$ cat src/design/mm_defs.svh
// size and width parameters of the matrix-multiply accelerator
// include ahead of any file that sizes ports or storage from these
`ifndef MM_DEFS_SVH
`define MM_DEFS_SVH

// PE array edge, so the result tile is 4x4
`define MM_SA_WIDTH 4

// one matrix element
`define MM_DW 32

// one buffer row, also one bus beat of four lanes
`define MM_BUF_DW 128

// buffer row address, 64 rows covers the largest K
`define MM_BUF_AW 6

// memory byte address
`define MM_ADDR_W 32

// full signed product plus one guard bit
`define MM_ACC_W (2 * `MM_DW + 1)

`endif

$ cat src/design/mm_pkg.sv
// shared types of the accelerator: bus payloads, job settings, result tile
// and state encodings, referenced by scoped name from RTL and testbench
`include "mm_defs.svh"

package mm_pkg;

    // software register map
    typedef enum logic [2:0] {
        A_ADDR, B_ADDR, C_ADDR, WIDTH, CTRL, STATUS
    } cfg_reg_e;

    // one software access, write when wr is high
    typedef struct packed {
        logic        wr;
        cfg_reg_e    idx;
        logic [31:0] wdata;
    } cfg_req_t;

    // settings of one job, width is K
    typedef struct packed {
        logic [`MM_ADDR_W-1:0] a_addr;
        logic [`MM_ADDR_W-1:0] b_addr;
        logic [`MM_ADDR_W-1:0] c_addr;
        logic [7:0]            width;
    } mm_cfg_t;

    // AR and AW channel payload
    typedef struct packed {
        logic                  valid;
        logic [`MM_ADDR_W-1:0] addr;
    } axi_addr_t;

    // R and W channel payload
    typedef struct packed {
        logic                  valid;
        logic [`MM_BUF_DW-1:0] data;
    } axi_data_t;

    // tile buffer write port
    typedef struct packed {
        logic                  wren;
        logic [`MM_BUF_AW-1:0] waddr;
        logic [`MM_BUF_DW-1:0] wdata;
    } buf_wr_t;

    // accumulator (i,j) sits at index i*4+j
    typedef logic signed [`MM_ACC_W-1:0] acc_t;
    typedef acc_t [`MM_SA_WIDTH*`MM_SA_WIDTH-1:0] acc_tile_t;

    typedef enum logic [2:0] {
        IDLE, FETCH, START_MM, WAIT_MM, WRITE_C, DRAIN_B
    } dma_state_e;

    typedef enum logic [1:0] {
        MM_IDLE, MM_RUN, MM_FLUSH
    } mm_state_e;

endpackage

$ cat src/design/mm_cfg_regs.sv
// software-visible registers of the accelerator
// holds the job settings, launches the DMA and reports busy and done
module mm_cfg_regs (
    input  logic              clk,
    input  logic              rst_n,
    input  mm_pkg::cfg_req_t  cfg_req_i,
    output logic [31:0]       cfg_rdata_o,
    input  logic              job_done_i,
    output logic              job_start_o,
    output mm_pkg::mm_cfg_t   cfg_o
);

    logic busy_q;
    logic done_q;

    always_ff @(posedge clk or negedge rst_n) begin
        if (!rst_n) begin
            cfg_o       <= '0;
            busy_q      <= 1'b0;
            done_q      <= 1'b0;
            job_start_o <= 1'b0;
        end else begin
            // start is a single-cycle pulse
            job_start_o <= 1'b0;
            // job finished, done stays up until the next start
            if (job_done_i) begin
                busy_q <= 1'b0;
                done_q <= 1'b1;
            end
            if (cfg_req_i.wr) begin
                case (cfg_req_i.idx)
                    mm_pkg::A_ADDR: cfg_o.a_addr <= cfg_req_i.wdata;
                    mm_pkg::B_ADDR: cfg_o.b_addr <= cfg_req_i.wdata;
                    mm_pkg::C_ADDR: cfg_o.c_addr <= cfg_req_i.wdata;
                    mm_pkg::WIDTH:  cfg_o.width  <= cfg_req_i.wdata[7:0];
                    mm_pkg::CTRL: begin
                        // a second start during a job is dropped
                        if (cfg_req_i.wdata[0] && !busy_q) begin
                            job_start_o <= 1'b1;
                            busy_q      <= 1'b1;
                            done_q      <= 1'b0;
                        end
                    end
                    default: ;
                endcase
            end
        end
    end

    // read mux, combinational by index
    always_comb begin
        case (cfg_req_i.idx)
            mm_pkg::A_ADDR: cfg_rdata_o = cfg_o.a_addr;
            mm_pkg::B_ADDR: cfg_rdata_o = cfg_o.b_addr;
            mm_pkg::C_ADDR: cfg_rdata_o = cfg_o.c_addr;
            mm_pkg::WIDTH:  cfg_rdata_o = 32'(cfg_o.width);
            // bit 0 busy, bit 1 done
            mm_pkg::STATUS: cfg_rdata_o = {30'b0, done_q, busy_q};
            // CTRL is write-only
            default:        cfg_rdata_o = '0;
        endcase
    end

endmodule

$ cat config.mk
export PLATFORM = sky130hd
export DESIGN_NAME = mm_cfg_regs
export DESIGN_NICKNAME = d
export VERILOG_FILES = /design/src/design/mm_pkg.sv /design/src/design/mm_cfg_regs.sv
export VERILOG_INCLUDE_DIRS = /design/src /design/src/design
export SDC_FILE = /design/constraint.sdc
export NUM_CORES = 1
export LEC_CHECK = 0
export BUFFER_PORTS_ARGS = -buffer_cell sky130_fd_sc_hd__buf_2
export CAP_MARGIN = 20
export CORE_UTILIZATION = 50
export DETAILED_ROUTE_END_ITERATION = 6
export PLACE_DENSITY = 0.8
export SYNTH_ARGS = -nofsm -noshare
export SYNTH_HDL_FRONTEND = slang
export SYNTH_SLANG_ARGS = --single-unit
$ cat constraint.sdc
create_clock -name clk -period 2 [get_ports clk]
set_input_delay 0.4 -clock clk [delete_from_list [all_inputs] [get_ports clk]]
set_output_delay 0.4 -clock clk [all_outputs]
set_load 0.1 [all_outputs]
==> results.yml <==
clock_tree:
  htree_levels: 3
  cts_sinks: 107
  path_clk_slew_ns: 0.10
  numCtsBuffers: 9
  cts_buffer_depth: 2
  insertion_delay_ns: 0.36
  clk_root_buffer_cell: "clkbuf_8"
  cts_tree: "done"
layout:
  final_cell_area_sq_um: 7550
  multi_input_area_sq_um: 2520
  syn2layout_area_growth_pct: 51.3
  drive_gt1_share_pct: 86.3
  final_nets: 598
  area.sequential_sq_um: 2890
  fin_cells: 696
  n_antenna_cell: 0
  n_fill_cell: 625
outcome:
  run_status: "finished, violations left"
  violations: "setup timing"
logic_synthesis:
  ys_ff_latch: 107
  async_flop_share_pct: 100
  yosysWarnings: 0
  synth_nets: 403
  avgSynthCellArea_sq_um: 13.7
  synth.distinct_cells: 31
  ys_seq_area_share_pct: 53.7
  netlist_instances: 364
  yosys_most_used_dff: "dfrtp_1"
  synth_area_sq_um: 4990
  synth-edff-count: 0
power_and_ir_drop:
  ir_drop_v: 0.00102
  p_leak_uw: 0.00322
  power_density_nw_per_um2: 1450
floorplan:
  coreArea_sq_um: 9730
  rows: 36
  die_w_um: 102
  die_area_sq_um: 10400
  start_util_pct: 51.3
  die_height_um: 102
  io_pins: 176
detailed_routing:
  avgRoutedWirePerCell_um: 18.8
  ant_nets: 0
  routed-via-count: 3726
  first_pass_iters: 7
  drt_wl_total_mm: 13.1
  drt_iter0_drc: 98
  vias_per_cell: 5.35
  drc: 0
timing:
  rsz0062_at_grt: "true"
  layout_min_cycle_time_ns: 2.00
  setup_viol_count_final: 1
  worst_slew_pin_slew_ns: 0.530
  finalHoldViolCount: 0
  finClkSkew_ns: 0.0126
  setup_ws_ns: -0.000378
  max_slew_margin_pct: 64.7
  fin_crit_sh_pct: 100
  fmax_mhz: 500
  slew_violations: 0
grt:
  antenna_found_initial: 0
  grt_usage_pct: 26.0
  grt_overflow_total: 0
  grt_pass1_wl_mm: 20.2
  grt_start_max_net_pins: 54
  grt_pass1_vias: 3823
placement:
  placed_cells: 673
  dpl_cell_area_sq_um: 7140
  numPortBuffers: 175
  dpl.hpwl_mm: 9.38
  place_ws_ns: -0.0466
  gp_congestion: 0.775
worst_setup_path:
  required_ns: 1.60
  start_kind: "flop"
  crit_path_max_fanout: 3
  reg2reg_to: "cfg_o[77]$_DFFE_PN0P_"
  r2r_slack_ns: 1.07
  arrival_ns: 1.60
  crit_path_start: "cfg_o[15]$_DFFE_PN0P_"
  r2r-start: "cfg_o[77]$_DFFE_PN0P_"
  rr_worst_depth: 2
  critPathKind: "reg2out"
  end_kind: "output port"
flow_run:
  maxCapViolCount: 0
hold_path:
  min_path_type: "in2async"
## metal layers
layer	global-route usage, %	up-vias	share of wire (%)
met4	7.25	0	1.1
met3	4.92	13	5.3
met1	34.7	1920	43
met5	0	-	0
li1	-	1674	-
met2	43.9	119	51
## registers in the layout, summed over array words and instances, names as in the netlist
| register | count |
|---|---|
| cfg_o | 104 |
| job_start_o | 1 |
| done_q | 1 |
| busy_q | 1 |
## worst max-delay path, cell delays in order, from the launching register on
cell	delay (ns)
dfrtp_2	0.44
mux4_2	0.48
nor2b_4	0.15
buf_8	0.18
## cells by family after synthesis
group	Yosys count	share of synthesized area, %
AO/OA/AOI/OAI	28	3.03
flip-flops	107	53.7
buffers and inverters	27	3.61
AND/OR/NAND/NOR	65	7.83
multiplexers	137	31.9
## per-stage QoR
step                       TNS [ns]  total power [uW]  hold WS (ns)  util (%)
after global placement      -0.0128              9190         0.398      73.4
after detailed placement     -0.117              9300         0.403      73.4
after global routing         -0.154             11300        0.0126      77.6
final                     -0.000378             10900       0.00318      77.6
after CTS                 -0.000208             10900       0.00153      76.5
after floorplan               -1.03              8140         0.104         -
## cell usage in the layout (no fill, tap or decap), drive strengths merged
cell type	instances
clkbuf	10
nand4b	1
a21oi	23
mux2i	26
nand2b	1
o21ai	2
nor4bb	1
nand2	23
mux2	104
bufinv	3
nor3	2
inv	3
buf	208
a311o	1
nor3b	3
a2bb2oi	1
nand3	2
dfrtp	107
clkinv	1
or2	23
clkinvlp	1
mux4	7
nor2b	8
o21a	1
nor2	1
## report_power, final
group | leakage, uW | switching, uW | internal [uW]
Sequential | 0.00117 | 358 | 2780
Clock | 0.000112 | 699 | 824
Combinational | 0.00193 | 4880 | 1380
Total | 0.00322 | 5940 | 4980
## synth_stat cells, types with 2 or more instances
cell type,instances,share of area (%)
or2_1,7,0.88
clkbuf_1,9,0.68
a21oi_1,23,2.3
mux2_2,97,22
or2_2,16,2.0
dfrtp_1,107,54
mux2i_1,26,5.2
inv_1,3,0.23
nand3_1,2,0.20
nand2_1,23,1.7
nor2b_1,8,1.0
buf_6,2,0.45
buf_2,2,0.20
o21ai_0,2,0.20
mux2_1,7,1.6
mux4_2,7,3.2
buf_4,9,1.4
## worst max-delay path by stage
stage,to,slack [ns],depth (start not counted)
6_report,cfg_rdata_o[7],-0.0004,3
5_1_grt,cfg_rdata_o[4],-0.04,3
4_1_cts,cfg_rdata_o[0],-0.0002,4
3_5_place_dp,cfg_rdata_o[0],-0.05,6
3_3_place_gp,cfg_rdata_o[0],-0.01,6
2_1_floorplan,cfg_rdata_o[10],-0.14,6
## area by class of cell
| cell class | count | area share [%] |
|---|---|---|
| clock buffer | 10 | 1.69 |
| clock inverter | 5 | 1.36 |
| inverter | 3 | 0.149 |
| multi-input combinational | 230 | 33.4 |
| sequential | 107 | 38.2 |
| tap | 133 | 2.20 |
| timing repair buffer | 208 | 23.0 |
## what timing repair did
item / in CTS / in global routing
pin swaps: 0 / 2
endpoints found under the setup margin: 9 / 11
gates resized for setup: 20 / 11
endpoints found under the hold margin: 0 / 0
cloned: 0 / 0
hold buffers: 0 / 0
buffers inserted: 0 / 8
Note: power is estimated with default switching activity, not from simulation.
