## src/design/mm_defs.svh

```systemverilog
// size and width parameters of the matrix-multiply accelerator
// include ahead of any file that sizes ports or storage from these
`ifndef MM_DEFS_SVH
`define MM_DEFS_SVH

// PE array edge, so the result tile is 4x4
`define MM_SA_WIDTH 4

// one matrix element
`define MM_DW 32

// one buffer row, also one bus beat of four lanes
`define MM_BUF_DW 128

// buffer row address, 64 rows covers the largest K
`define MM_BUF_AW 6

// memory byte address
`define MM_ADDR_W 32

// full signed product plus one guard bit
`define MM_ACC_W (2 * `MM_DW + 1)

`endif

```

## src/design/mm_pkg.sv

```systemverilog
// shared types of the accelerator: bus payloads, job settings, result tile
// and state encodings, referenced by scoped name from RTL and testbench
`include "mm_defs.svh"

package mm_pkg;

    // software register map
    typedef enum logic [2:0] {
        A_ADDR, B_ADDR, C_ADDR, WIDTH, CTRL, STATUS
    } cfg_reg_e;

    // one software access, write when wr is high
    typedef struct packed {
        logic        wr;
        cfg_reg_e    idx;
        logic [31:0] wdata;
    } cfg_req_t;

    // settings of one job, width is K
    typedef struct packed {
        logic [`MM_ADDR_W-1:0] a_addr;
        logic [`MM_ADDR_W-1:0] b_addr;
        logic [`MM_ADDR_W-1:0] c_addr;
        logic [7:0]            width;
    } mm_cfg_t;

    // AR and AW channel payload
    typedef struct packed {
        logic                  valid;
        logic [`MM_ADDR_W-1:0] addr;
    } axi_addr_t;

    // R and W channel payload
    typedef struct packed {
        logic                  valid;
        logic [`MM_BUF_DW-1:0] data;
    } axi_data_t;

    // tile buffer write port
    typedef struct packed {
        logic                  wren;
        logic [`MM_BUF_AW-1:0] waddr;
        logic [`MM_BUF_DW-1:0] wdata;
    } buf_wr_t;

    // accumulator (i,j) sits at index i*4+j
    typedef logic signed [`MM_ACC_W-1:0] acc_t;
    typedef acc_t [`MM_SA_WIDTH*`MM_SA_WIDTH-1:0] acc_tile_t;

    typedef enum logic [2:0] {
        IDLE, FETCH, START_MM, WAIT_MM, WRITE_C, DRAIN_B
    } dma_state_e;

    typedef enum logic [1:0] {
        MM_IDLE, MM_RUN, MM_FLUSH
    } mm_state_e;

endpackage

```

## src/design/dma_engine.sv

```systemverilog
// data mover of the accelerator: pulls K rows of A and B into the tile
// buffers, kicks the multiply engine, then writes the 4x4 tile back
`include "mm_defs.svh"

module dma_engine (
    input  logic               clk,
    input  logic               rst_n,
    input  mm_pkg::mm_cfg_t    cfg_i,
    input  logic               start_i,
    output logic               done_o,
    output mm_pkg::axi_addr_t  ar_o,
    input  logic               ar_ready_i,
    input  mm_pkg::axi_data_t  r_i,
    output logic               r_ready_o,
    output mm_pkg::axi_addr_t  aw_o,
    input  logic               aw_ready_i,
    output mm_pkg::axi_data_t  w_o,
    input  logic               w_ready_i,
    input  logic               b_valid_i,
    output logic               b_ready_o,
    output mm_pkg::buf_wr_t    buf_a_wr_o,
    output mm_pkg::buf_wr_t    buf_b_wr_o,
    output logic               mm_start_o,
    input  logic               mm_done_i,
    input  mm_pkg::acc_tile_t  acc_tile_i
);

    localparam int SA    = `MM_SA_WIDTH;
    localparam int ROW_W = $clog2(SA);

    mm_pkg::dma_state_e    state_q;
    // issued and returned reads, counted over A then B
    logic [7:0]            ar_cnt_q;
    logic [7:0]            r_cnt_q;
    logic [7:0]            rows_total;
    logic [7:0]            ar_row;
    logic [7:0]            r_row;
    logic [ROW_W-1:0]      c_row_q;
    logic [ROW_W-1:0]      b_cnt_q;
    logic                  aw_pend_q;
    logic                  w_pend_q;
    logic                  a_wren_q;
    logic                  b_wren_q;
    logic [`MM_BUF_AW-1:0] buf_waddr_q;
    logic [`MM_BUF_DW-1:0] buf_wdata_q;
    logic [`MM_BUF_DW-1:0] c_row_data;
    logic                  ar_hs;
    logic                  r_hs;
    logic                  b_hs;
    logic                  aw_clear;
    logic                  w_clear;

    // 2K reads per job, the first K from A
    assign rows_total = {cfg_i.width[6:0], 1'b0};
    assign ar_row     = (ar_cnt_q < cfg_i.width) ? ar_cnt_q : ar_cnt_q - cfg_i.width;
    assign r_row      = (r_cnt_q < cfg_i.width) ? r_cnt_q : r_cnt_q - cfg_i.width;

    // AR runs ahead of R, several reads may be in flight
    assign ar_o.valid = (state_q == mm_pkg::FETCH) && (ar_cnt_q < rows_total);
    assign ar_o.addr  = ((ar_cnt_q < cfg_i.width) ? cfg_i.a_addr : cfg_i.b_addr)
                      + {ar_row, 4'b0};
    assign ar_hs      = ar_o.valid && ar_ready_i;
    assign r_ready_o  = (state_q == mm_pkg::FETCH);
    assign r_hs       = r_i.valid && r_ready_o;
    assign b_ready_o  = (state_q == mm_pkg::WRITE_C) || (state_q == mm_pkg::DRAIN_B);
    assign b_hs       = b_valid_i && b_ready_o;
    assign mm_start_o = (state_q == mm_pkg::START_MM);

    // row i of C: low word of each accumulator, lane j at the low end
    always_comb begin
        for (int j = 0; j < SA; j++) begin
            c_row_data[j*`MM_DW +: `MM_DW] = acc_tile_i[c_row_q*SA + j][`MM_DW-1:0];
        end
    end

    assign aw_o     = '{valid: aw_pend_q, addr: cfg_i.c_addr + {c_row_q, 4'b0}};
    assign w_o      = '{valid: w_pend_q, data: c_row_data};
    // each channel is done once accepted now or earlier
    assign aw_clear = !aw_pend_q || aw_ready_i;
    assign w_clear  = !w_pend_q || w_ready_i;

    assign buf_a_wr_o = '{wren: a_wren_q, waddr: buf_waddr_q, wdata: buf_wdata_q};
    assign buf_b_wr_o = '{wren: b_wren_q, waddr: buf_waddr_q, wdata: buf_wdata_q};

    // returned beat lands in the buffer one cycle later
    always_ff @(posedge clk) begin
        buf_waddr_q <= r_row[`MM_BUF_AW-1:0];
        buf_wdata_q <= r_i.data;
    end

    always_ff @(posedge clk or negedge rst_n) begin
        if (!rst_n) begin
            state_q   <= mm_pkg::IDLE;
            ar_cnt_q  <= '0;
            r_cnt_q   <= '0;
            c_row_q   <= '0;
            b_cnt_q   <= '0;
            aw_pend_q <= 1'b0;
            w_pend_q  <= 1'b0;
            a_wren_q  <= 1'b0;
            b_wren_q  <= 1'b0;
            done_o    <= 1'b0;
        end else begin
            a_wren_q <= r_hs && (r_cnt_q < cfg_i.width);
            b_wren_q <= r_hs && (r_cnt_q >= cfg_i.width);
            done_o   <= 1'b0;
            if (ar_hs) begin
                ar_cnt_q <= ar_cnt_q + 8'd1;
            end
            if (r_hs) begin
                r_cnt_q <= r_cnt_q + 8'd1;
            end
            if (b_hs) begin
                b_cnt_q <= b_cnt_q + 1'b1;
            end
            case (state_q)
                mm_pkg::IDLE: begin
                    if (start_i) begin
                        state_q  <= mm_pkg::FETCH;
                        ar_cnt_q <= '0;
                        r_cnt_q  <= '0;
                        b_cnt_q  <= '0;
                    end
                end
                // leave on the last returned beat
                mm_pkg::FETCH: begin
                    if (r_hs && (r_cnt_q == rows_total - 8'd1)) begin
                        state_q <= mm_pkg::START_MM;
                    end
                end
                mm_pkg::START_MM: state_q <= mm_pkg::WAIT_MM;
                mm_pkg::WAIT_MM: begin
                    if (mm_done_i) begin
                        state_q   <= mm_pkg::WRITE_C;
                        c_row_q   <= '0;
                        aw_pend_q <= 1'b1;
                        w_pend_q  <= 1'b1;
                    end
                end
                mm_pkg::WRITE_C: begin
                    if (aw_ready_i) begin
                        aw_pend_q <= 1'b0;
                    end
                    if (w_ready_i) begin
                        w_pend_q <= 1'b0;
                    end
                    // next row only after both AW and W went out
                    if (aw_clear && w_clear) begin
                        if (c_row_q == ROW_W'(SA - 1)) begin
                            state_q <= mm_pkg::DRAIN_B;
                        end else begin
                            c_row_q   <= c_row_q + 1'b1;
                            aw_pend_q <= 1'b1;
                            w_pend_q  <= 1'b1;
                        end
                    end
                end
                // wait for the last write response
                mm_pkg::DRAIN_B: begin
                    if (b_hs && (b_cnt_q == ROW_W'(SA - 1))) begin
                        state_q <= mm_pkg::IDLE;
                        done_o  <= 1'b1;
                    end
                end
                default: state_q <= mm_pkg::IDLE;
            endcase
        end
    end

endmodule

```

## config.mk

```make
export PLATFORM = sky130hd
export DESIGN_NAME = dma_engine
export DESIGN_NICKNAME = d
export VERILOG_FILES = /design/src/design/mm_pkg.sv /design/src/design/dma_engine.sv
export VERILOG_INCLUDE_DIRS = /design/src /design/src/design
export SDC_FILE = /design/constraint.sdc
export NUM_CORES = 1
export LEC_CHECK = 0
export BUFFER_PORTS_ARGS = -buffer_cell sky130_fd_sc_hd__buf_2
export CAP_MARGIN = 15
export CORE_AREA = 2 2 672 674
export CTS_CLUSTER_SIZE = 20
export DETAILED_ROUTE_END_ITERATION = 6
export DIE_AREA = 0 0 674 676
export PLACE_DENSITY_LB_ADDON = 0.08
export SLEW_MARGIN = 5
export SYNTH_ARGS = -nofsm -noshare
export SYNTH_HDL_FRONTEND = slang
export SYNTH_SLANG_ARGS = --single-unit
```

## constraint.sdc

```tcl
create_clock -name clk -period 10.74 [get_ports clk]
set_input_delay 1.074 -clock clk [delete_from_list [all_inputs] [get_ports clk]]
set_output_delay 1.074 -clock clk [all_outputs]
set_load 0.01 [all_outputs]
```

==> flow_summary_export.csv, run 1 <==
group,metric,value,unit
critical_path,required,9670,ps
synthesis,synthAdderAreaFrac,4.87,%
cts,post_cts_resized,0,
sta,relSlewSlack,33.0,%
synthesis,synth_top_area_share,25.9,%
route,route.detailed.drc,0,
cts,cts_tree,"done",
route,drtAntennaViolNets,0,
sta,fin_skew,20.0,ps
cts,clkLatencyLatePin,560,ps
global_route,grt_overflow,0,
synthesis,synth.area.top_cells,"mux4_2, dfxtp_1, buf_4",
synthesis,synth.avg_cell_area,11.3,um^2
route,wl_per_cell,22.4,um
cells_and_area,layout_commonest_cell,"buf_2",
status,status,"finished, final reports clean",
placement,placed_area,23500,um^2
worst_hold_path,hold_path_class,"flop to flop",
global_route,grt.total_usage,7.54,%
power,p_leak,9.01,nW
synthesis,synth-edff-count,0,
sta,rsz0062_at_grt,"no",
synthesis,synth_cell_types,59,
cells_and_area,seq_area,3390,um^2
synthesis,synth_nets,2312,
critical_path,critPathBufInv,5,
cts,numCtsBuffers,25,
cts,clk_pin_slew,60,ps
critical_path,rr_worst_depth,7,
synthesis,synth_compound_area_share,5.95,%
power,cellPowerDensity,142,nW/um^2
route,drt-initial-drc-count,662,
synthesis,ys_ff_latch,162,
synthesis,yosys.area_share.simple,9.75,%
die,dieWidth,674,um
global_route,grt_pass1_wl,208000,um
cells_and_area,fin_nets,3374,
die,pin_count,1750,
synthesis,syn-instance-count,990,
cells_and_area,final_cell_mix,"buf_2, dfxtp_1, mux4_2",
cells_and_area,area_growth,119,%
placement,place_inst,7977,
critical_path,crit_family,"compound AO/OA/AOI/OAI gates",
route,dr.pass1.iters,5,
critical_path,startpoint_type,"primary input",
cts,clockBufferDepth,3,
sta,final.min_clock_period,7510,ps
synthesis,synth_mux_area_share,29.9,%
global_route,grt_pass1_vias,13700,
cells_and_area,drive_above_1_share,68.6,%
global_route,antenna_found_initial,158,
critical_path,critPathArrivalTime,6430,ps
cts,post_cts_buffers,0,
sta,fin_crit_sh,69.9,%
die,die_y,676,um
sta,fmax,0.133,GHz
placement,dp_hpwl,168000,um
critical_path,worstSetupPathType,"primary input to primary output",
cts,hold_buffers,0,
synthesis,synth-xor-area-share,6.83,%
job,drv_cap,0,
power,peakVddDrop,129,uV
cells_and_area,fillers,53200,
critical_path,crit_cells,20,
route,vias_per_cell,1.69,
synthesis,ys_warn_count,0,
die,dieArea,456000,um^2
sta,setup_tns,0,ps
die,rows,246,
critical_path,crit_path_top_delay_cell,"a21oi_2",
cells_and_area,finalInstanceArea,24400,um^2
synthesis,synth_top_area_cell,"mux4_2",
synthesis,seq_area_frac_synth,30.3,%
placement,place_congestion,0.764,
die,core_area,448000,um^2
cells_and_area,fin_cells,8083,
synthesis,synth_top_family_by_area,"multiplexers",
cells_and_area,multi_input_area,6400,um^2
route,postRouteWirelength,181000,um
sta,final-setup-viol-count,0,
power,p_total,3.46,mW
critical_path,max_stage_delay,670,ps
synthesis,syn-cell-area,11100,um^2
global_route,grt_max_degree,99,
route,vias,13600,
cts,cts.sinks,162,
sta,hold_violations,0,
cts,ctsHtreeMaxLevel,4,
critical_path,cp_max_fo,55,
synthesis,synth_ff_type,"dfxtp_1",
critical_path,end_kind,"primary output",
sta,drv_slew,0,
critical_path,worstPathCellList,"buf_2 -> ha_1 -> inv_1 -> fa_1 -> a211o_1 -> o2111ai_1 -> a32o_2 -> buf_12 -> mux2_2 -> ha_1 -> inv_1 -> fa_1 -> nor2b_1 -> o211ai_1 -> a21bo_2 -> a21oi_2 -> nand2_1 -> or3_1 -> xor2_1 -> buf_2",
worst_hold_path,hold_depth,2,
synthesis,synthArstFlopShare,17.3,%
cts,root_buffer,"clkbuf_16",
die,initial_core_util,2.49,%
placement,port_buffers,1213,
sta,tightest_slew,1000,ps
[report_power, final]
group	switching, mW	internal [mW]	total [mW]
clock	0.385	0.428	0.813
combinational	1.21	0.673	1.88
sequential	0.118	0.653	0.771
[Yosys cell counts, drive strengths merged (3+ instances only)]
master    n
o21ai    23
ha       37
o31ai     4
nand2b    4
fa        4
xnor2    51
nor2     47
nor3b     3
nand3b    3
inv      30
clkbuf   23
or3       3
a31oi     3
and4      4
dfxtp   134
nand4    18
a21oi    29
mux2     20
xor2     36
nand3    28
nand2    51
buf     162
mux4    128
and2      8
a21o     10
dfrtp    28
o21bai    3
nor2b     9
and3     16
mux2i    23
nor3     12
o211ai    5
[area by class of cell]
type	count	area share, %
well taps	5952	30.6
inverters	30	0.462
multi-input cells	613	26.3
clock buffers	29	2.67
clock inverters	4	0.0975
diodes	73	0.750
flip-flops and latches	162	13.9
repair buffers	1220	25.3
[worst register-to-register path, stage by stage, from the launching register on]
cell and delay, ps:
dfrtp_1 600, nor3b_1 910, and2_1 570, nand2_1 180, nor3_1 340, nand4_1 310
a21oi_1 240, mux2_2 340
[through the flow]
stage	utilization [%]	hold slack, ps	setup WS (ps)
after CTS	5.40	498	2980
after global placement	5.25	533	3010
after floorplan	-	499	4360
final	5.44	539	3230
after detailed placement	5.25	530	3010
after global routing	5.42	513	2790
[per-layer routing]
metal  vias to the layer above  part of all wire (%)  track usage [%]  wire length (um)
met2                      1001                    43             11.6             77400
met1                      6547                    40             8.77             71800
met5                         -                  0.26                0               465
met3                       273                    14             4.93             26100
li1                       5725                     -                -                 -
met4                        74                   2.9             1.48              5320
[cell families after synthesis]
group / Yosys count
buffers and inverters: 215
AND/OR/NAND/NOR: 214
multiplexers: 171
flip-flops: 162
AO/OA/AOI/OAI: 100
XOR/XNOR: 87
adder cells (fa/ha/maj): 41
[final timing paths]
path	startpoint	slack (ps)	endpoint
worst max-delay path	cfg_i[0]	3230	ar_o[30]
worst min-delay path	b_cnt_q[1]	540	b_cnt_q[1]
worst max register to register	state_q[2]	7150	state_q[0]
worst min register to register	b_cnt_q[1]	540	b_cnt_q[1]
max in group asynchronous	rst_n	9730	c_row_q[1]
min in group asynchronous	rst_n	570	ar_cnt_q[0]
[registers in the layout, summed over array words and instances (netlist names)]
| register | flops |
|---|---|
| buf_wdata_q | 128 |
| state_q | 3 |
| ar_cnt_q | 8 |
| buf_waddr_q | 6 |
| r_cnt_q | 8 |
| done_o | 1 |
| b_wren_q | 1 |
| a_wren_q | 1 |
| w_pend_q | 1 |
| c_row_q | 2 |
| aw_pend_q | 1 |
| b_cnt_q | 2 |
No activity file was read; power rests on OpenSTA's default activity.
==> inputs of run 2 (changes only) <==
--- a/config.mk
+++ b/config.mk
@@ -6,6 +6,7 @@
 export SDC_FILE = /design/constraint.sdc
 export NUM_CORES = 1
 export LEC_CHECK = 0
+export ABC_AREA = 1
 export BUFFER_PORTS_ARGS = -buffer_cell sky130_fd_sc_hd__buf_2
 export CAP_MARGIN = 15
 export CORE_AREA = 2 2 672 674
==> constraint.sdc (replaced) <==
create_clock -name clk -period 6.1 [get_ports clk]
set_input_delay 0.61 -clock clk [delete_from_list [all_inputs] [get_ports clk]]
set_output_delay 0.61 -clock clk [all_outputs]
set_load 0.01 [all_outputs]
==> flow_summary_export.csv, run 2 <==
group,metric,value,unit
die,core_area,448000,um^2
placement,place_congestion,0.838,
cells_and_area,top_regs,"buf_wdata_q x128, ar_cnt_q x8, r_cnt_q x8",
cells_and_area,fin_nets,4125,
critical_path,startpoint_type,"flop",
cells_and_area,largest_register,"buf_wdata_q",
cells_and_area,area_growth,111,%
critical_path,crit_path_start,"ar_cnt_q[0]",
cells_and_area,largest_reg_flops,128,
sta,tightest_slew,961,ps
die,dieArea,456000,um^2
sta,hold_ws,84.9,ps
critical_path,worstSetupPathType,"flop to primary output",
cells_and_area,seq_area,3390,um^2
global_route,grt.total_usage,7.34,%
synthesis,ys_warn_count,0,
global_route,grt_max_degree,123,
route,route.detailed.drc,0,
die,rows,246,
sta,hold_violations,0,
cts,hold_buffers,0,
synthesis,synth_top_area_share,22.7,%
worst_hold_path,hold_path_class,"primary input to async pin",
die,dieWidth,674,um
cts,cts.sinks,162,
route,drtAntennaViolNets,0,
global_route,grt_pass1_vias,17700,
placement,dp_hpwl,158000,um
sta,drv_slew,0,
route,dr.pass1.iters,4,
cells_and_area,drive_above_1_share,46.8,%
synthesis,synth_nets,3100,
critical_path,critPathBufInv,7,
cells_and_area,fillers,53400,
synthesis,seq_area_frac_synth,28.6,%
placement,port_buffers,1213,
global_route,grt_overflow,0,
cells_and_area,layout_commonest_cell,"buf_2",
cts,clockBufferDepth,3,
power,peakVddDrop,221,uV
synthesis,ys_ff_latch,162,
critical_path,reg2reg_from,"c_row_q[0]",
critical_path,r2r_end,"state_q[2]",
global_route,grt_pass1_wl,211000,um
route,drt-initial-drc-count,657,
critical_path,cp_max_fo,15,
critical_path,max_stage_delay,430,ps
cells_and_area,final_cell_mix,"buf_2, nor2_1, o21ai_0",
synthesis,synth.area.top_cells,"dfxtp_1, o21ai_0, nor2_1",
cts,post_cts_resized,0,
synthesis,synth_commonest_cells,"nor2_1, o21ai_0, nand2_1",
sta,final-setup-viol-count,0,
sta,fmax,0.183,GHz
die,initial_core_util,2.64,%
critical_path,end_kind,"primary output",
synthesis,syn-cell-area,11800,um^2
synthesis,synth_ff_type,"dfxtp_1",
critical_path,path_common_cell,"inv_1",
cts,cts_tree,"done",
sta,setup_tns,0,ps
power,p_leak,9.99,nW
die,die_y,676,um
cts,ctsHtreeMaxLevel,4,
sta,fin_skew,40.9,ps
cts,post_cts_buffers,0,
sta,final.min_clock_period,5460,ps
synthesis,syn-instance-count,1778,
cts,clk_pin_slew,100,ps
critical_path,crit_family,"adder cells",
synthesis,synth_top_area_cell,"dfxtp_1",
critical_path,critPathArrivalTime,4850,ps
critical_path,crit_cells,23,
route,postRouteWirelength,176000,um
global_route,antenna_found_initial,130,
sta,fin_crit_sh,89.5,%
synthesis,synth_cell_types,39,
cts,numCtsBuffers,21,
power,cellPowerDensity,297,nW/um^2
critical_path,required,5490,ps
synthesis,synth-edff-count,0,
synthesis,synthArstFlopShare,17.3,%
synthesis,synth.avg_cell_area,6.65,um^2
route,vias,17000,
cts,clkLatencyLatePin,590,ps
sta,relSlewSlack,35.3,%
job,drv_cap,0,
critical_path,worstPathCellList,"inv_1 -> ha_1 -> inv_1 -> fa_1 -> nand3_1 -> nand3_2 -> nand2_2 -> nand2_4 -> inv_2 -> nand2_1 -> o21ai_0 -> ha_1 -> inv_1 -> fa_1 -> o21ai_0 -> buf_4 -> a21oi_1 -> inv_1 -> nand3_4 -> nor2_4 -> nand2_1 -> xnor2_1 -> buf_2",
status,status,"finished, final reports clean",
critical_path,rr_worst_depth,7,
synthesis,synth_most_common_cell,"nor2_1",
sta,rsz0062_at_grt,"no",
cts,root_buffer,"clkbuf_16",
critical_path,worst-r2r-setup-slack,3640,ps
route,vias_per_cell,1.93,
cells_and_area,multi_input_area,6510,um^2
critical_path,crit_path_top_delay_cell,"dfrtp_1",
die,pin_count,1750,
route,wl_per_cell,19.9,um
-- run 2: cell count changes in the layout (fill, tap and decap cells not counted), sizes merged, moves of 11 or more --
cell / change
o22ai: +127
mux2: -20
xnor2: -30
mux2i: -23
nor2: +286
mux4: -128
o21ai: +271
nor3: +11
and3: -16
nand3: +26
diode: -26
buf: +19
nand2: +182
inv: +101
-- run 2: per-layer routing --
metal / GRT usage (%) / routed length, um / vias up / share of wire (%)
met4: 2.02 / 5430 / 60 / 3.1
li1: - / - / 7895 / -
met1: 8.00 / 66900 / 7781 / 38
met5: 0 / 383 / - / 0.22
met3: 3.64 / 19500 / 212 / 11
met2: 12.5 / 83500 / 1032 / 47
-- run 2: area by class of cell --
| cell class | instances | area share [%] |
|---|---|---|
| diodes | 47 | 0.471 |
| multi-input cells | 1251 | 26.1 |
| clock buffers | 22 | 2.21 |
| well taps | 5952 | 29.9 |
| flip-flops and latches | 162 | 13.6 |
| inverters | 128 | 1.97 |
| repair buffers | 1239 | 25.2 |
| clock inverters | 11 | 0.577 |
-- run 2: cells by family after synthesis --
logic type | after synthesis | synth area share, %
AOI/OAI and AO/OA | 467 | 21.4
xor gates and xnor gates | 64 | 4.74
adders and majority gates | 41 | 4.60
buffers and inverters | 365 | 16.4
DFF | 162 | 28.6
and+or+nand+nor | 679 | 24.2
-- run 2: power by group --
part	switching, mW	internal, mW	leakage [nW]
sequential	0.137	1.17	1.49
combinational	3.37	1.26	8.17
clock	0.722	0.759	0.326
total	4.23	3.18	9.99
-- run 2: worst max path at each step --
stage | slack [ps] | to
2_1_floorplan | 1570 | ar_o[20]
3_3_place_gp | 830 | ar_o[22]
3_5_place_dp | 870 | ar_o[22]
4_1_cts | 430 | ar_o[22]
5_1_grt | 240 | ar_o[22]
6_report | 640 | ar_o[22]
-- run 2: worst register-to-register path: cells and delay by family (launching register included) --
family | cells | cell delay (ps)
compound gates | 1 | 70
buf+inv | 1 | 590
simple gates | 4 | 860
flops | 1 | 550
fa+ha+maj | 1 | 300
-- run 2: metrics by stage --
stage | util, % | cells | total power [mW] | area (um^2) | setup slack, ps
2_1_floorplan | - | 1778 | 3.34 | 11800 | 1570
3_3_place_gp | 5.39 | 8732 | 6.36 | 24100 | 835
3_5_place_dp | 5.39 | 8732 | 6.30 | 24100 | 869
4_1_cts | 5.54 | 8765 | 7.96 | 24800 | 427
5_1_grt | 5.55 | 8778 | 8.19 | 24900 | 241
6_report | 5.57 | 8812 | 7.41 | 24900 | 642
==> inputs of run 3 (changes only) <==
--- a/config.mk
+++ b/config.mk
@@ -7,12 +7,13 @@
 export NUM_CORES = 1
 export LEC_CHECK = 0
 export ABC_AREA = 1
-export BUFFER_PORTS_ARGS = -buffer_cell sky130_fd_sc_hd__buf_2
+export BUFFER_PORTS_ARGS = -buffer_cell sky130_fd_sc_hd__buf_4
 export CAP_MARGIN = 15
 export CORE_AREA = 2 2 672 674
 export CTS_CLUSTER_SIZE = 20
 export DETAILED_ROUTE_END_ITERATION = 6
 export DIE_AREA = 0 0 674 676
+export GPL_TIMING_DRIVEN = 0
 export PLACE_DENSITY_LB_ADDON = 0.08
 export SLEW_MARGIN = 5
 export SYNTH_ARGS = -nofsm -noshare
==> flow_summary_export.csv, run 3 (synthesis results as in run 2) <==
group,metric,value,unit
cells_and_area,fillers,53100,
power,p_sw_share,54.8,%
sta,hold_ws,132,ps
cts,clockBufferDepth,3,
critical_path,required,5490,ps
global_route,grt_pass1_wl,235000,um
critical_path,rr_worst_depth,5,
power,p_total,8.31,mW
critical_path,cp-endpoint,"ar_o[16]",
die,dieArea,456000,um^2
cells_and_area,finalInstanceArea,29300,um^2
route,postRouteWirelength,195000,um
power,intPower,3.76,mW
critical_path,worst-r2r-setup-slack,3330,ps
sta,fin_skew,46.3,ps
placement,place_inst,8959,
power,combPwrFrac,66.8,%
power,switchingPower,4.55,mW
sta,relSlewSlack,22.9,%
die,die_y,676,um
cts,clk_pin_slew,110,ps
global_route,met3_usage,3.90,%
power,cellPowerDensity,283,nW/um^2
critical_path,crit_path_start,"ar_cnt_q[0]",
global_route,busiest_layer,"met2",
status,status,"finished, final reports clean",
cells_and_area,final_cell_mix,"buf_4, nor2_1, o21ai_0",
cts,root_buffer,"clkbuf_16",
cells_and_area,fin_cells,9016,
critical_path,worstSetupPathType,"flop to primary output",
sta,tightest_slew,1160,ps
placement,place_congestion,0.820,
route,drtAntennaViolNets,0,
global_route,grt_max_degree,29,
critical_path,max_stage_delay,420,ps
placement,dp_hpwl,179000,um
sta,setup_tns,0,ps
job,drv_cap,0,
die,core_area,448000,um^2
critical_path,crit_path_top_delay_cell,"dfrtp_1",
route,drt-initial-drc-count,784,
sta,hold_violations,0,
sta,fmax,0.178,GHz
sta,fin_crit_sh,92.3,%
power,p_leak,11.9,nW
route,vias_per_cell,1.98,
cells_and_area,fin_nets,4355,
critical_path,critPathArrivalTime,5020,ps
cells_and_area,drive_above_1_share,48.3,%
die,rows,246,
cells_and_area,top_regs,"buf_wdata_q x128, ar_cnt_q x8, r_cnt_q x8",
critical_path,startpoint_type,"flop",
cts,clkLatencyLatePin,570,ps
cells_and_area,layout_commonest_cell,"buf_4",
cts,cts_tree,"done",
route,wl_per_cell,21.7,um
sta,final-setup-viol-count,0,
sta,final.min_clock_period,5630,ps
power,seq_power_share,15.6,%
critical_path,path_common_cell,"inv_2",
global_route,antenna_found_initial,66,
global_route,use_met1,9.17,%
worst_hold_path,hold_path_class,"primary input to flop",
critical_path,r2r_end,"c_row_q[0]",
placement,port_buffers,1217,
global_route,grt_pass1_vias,19200,
placement,placed_area,28500,um^2
critical_path,reg2reg_from,"c_row_q[0]",
cts,numCtsBuffers,21,
cells_and_area,area_growth,148,%
global_route,use_met2,14.1,%
cts,cts.sinks,162,
die,initial_core_util,2.64,%
cells_and_area,largest_reg_flops,128,
critical_path,cp_max_fo,10,
global_route,grt_overflow,0,
cts,ctsHtreeMaxLevel,4,
die,pin_count,1750,
route,vias,17900,
route,dr.pass1.iters,5,
route,route.detailed.drc,0,
global_route,grt.total_usage,8.18,%
power,peakVddDrop,116,uV
cells_and_area,largest_register,"buf_wdata_q",
critical_path,end_kind,"primary output",
die,dieWidth,674,um
critical_path,worstPathCellList,"inv_2 -> ha_1 -> inv_1 -> fa_1 -> nand3_1 -> nand3_2 -> nand2_4 -> nand2_4 -> buf_6 -> inv_2 -> buf_4 -> nand2_1 -> nand2_1 -> ha_1 -> inv_1 -> fa_1 -> o21ai_2 -> a21oi_1 -> inv_2 -> nand3_4 -> nor2_2 -> xor2_1 -> buf_4",
sta,drv_slew,0,
sta,rsz0062_at_grt,"no",
power,clockPowerShare,17.6,%
run 3: how the worst min path moves through the flow:
| stage | from | endpoint | slack (ps) | cells past startpoint |
|---|---|---|---|---|
| after floorplan | rst_n | a_wren_q | 310 | 0 |
| after global placement | b_cnt_q[1] | b_cnt_q[1] | 510 | 2 |
| after detailed placement | b_cnt_q[1] | b_cnt_q[1] | 510 | 2 |
| after CTS | r_i[52] | buf_wdata_q[52] | 30 | 1 |
| after global routing | r_i[98] | buf_wdata_q[98] | 50 | 1 |
| final | r_i[48] | buf_wdata_q[48] | 130 | 1 |
run 3: metal layers:
layer | share of wire [%] | up-vias
met3 | 11 | 137
met4 | 1.8 | 32
li1 | - | 8335
met1 | 39 | 8388
met2 | 48 | 977
met5 | 0.10 | -
run 3: worst max-delay path: cells and delay by family (launching register included):
family / cells / cell delay, ps
compound gates: 2 / 380
xor+xnor: 1 / 340
fa+ha+maj: 4 / 1140
buf+inv: 8 / 1120
flops: 1 / 420
simple gates: 8 / 1050
run 3: cell type report:
type / count / area [um^2] / area share [%]
well taps: 5952 / 7450 / 25.4
clock buffers: 22 / 539 / 1.84
repair buffers: 1232 / 9290 / 31.6
inverters: 128 / 480 / 1.64
clock inverters: 11 / 133 / 0.452
multi-input cells: 1251 / 6540 / 22.3
diodes: 21 / 52.6 / 0.179
flip-flops and latches: 162 / 3380 / 11.5
plain buffers: 237 / 1480 / 5.03
run 3: power by group through the flow:
stage / clock network [mW] / registers (mW) / logic (mW)
finish: 1.46 / 1.30 / 5.55
detailed placement: 0 / 1.34 / 5.89
global placement: 0 / 1.34 / 5.93
CTS: 1.65 / 1.31 / 5.92
global route: 1.65 / 1.33 / 6.14
floorplan: 0 / 1.29 / 2.05
run 3: metrics by stage:
stage | setup slack [ps] | util, %
2_1_floorplan | 1570 | -
3_3_place_gp | -294 | 6.34
3_5_place_dp | -218 | 6.37
4_1_cts | 13.5 | 6.53
5_1_grt | 16.8 | 6.54
6_report | 471 | 6.55
run 3: timing repair:
| action | CTS | global route |
|---|---|---|
| endpoints found under the setup margin | 10 | 8 |
| setup buffers | 0 | 1 |
| hold buffers | 1 | 0 |
| hold endpoints to repair | 12 | 0 |
| resized for setup | 9 | 6 |
| pin swaps | 1 | 3 |
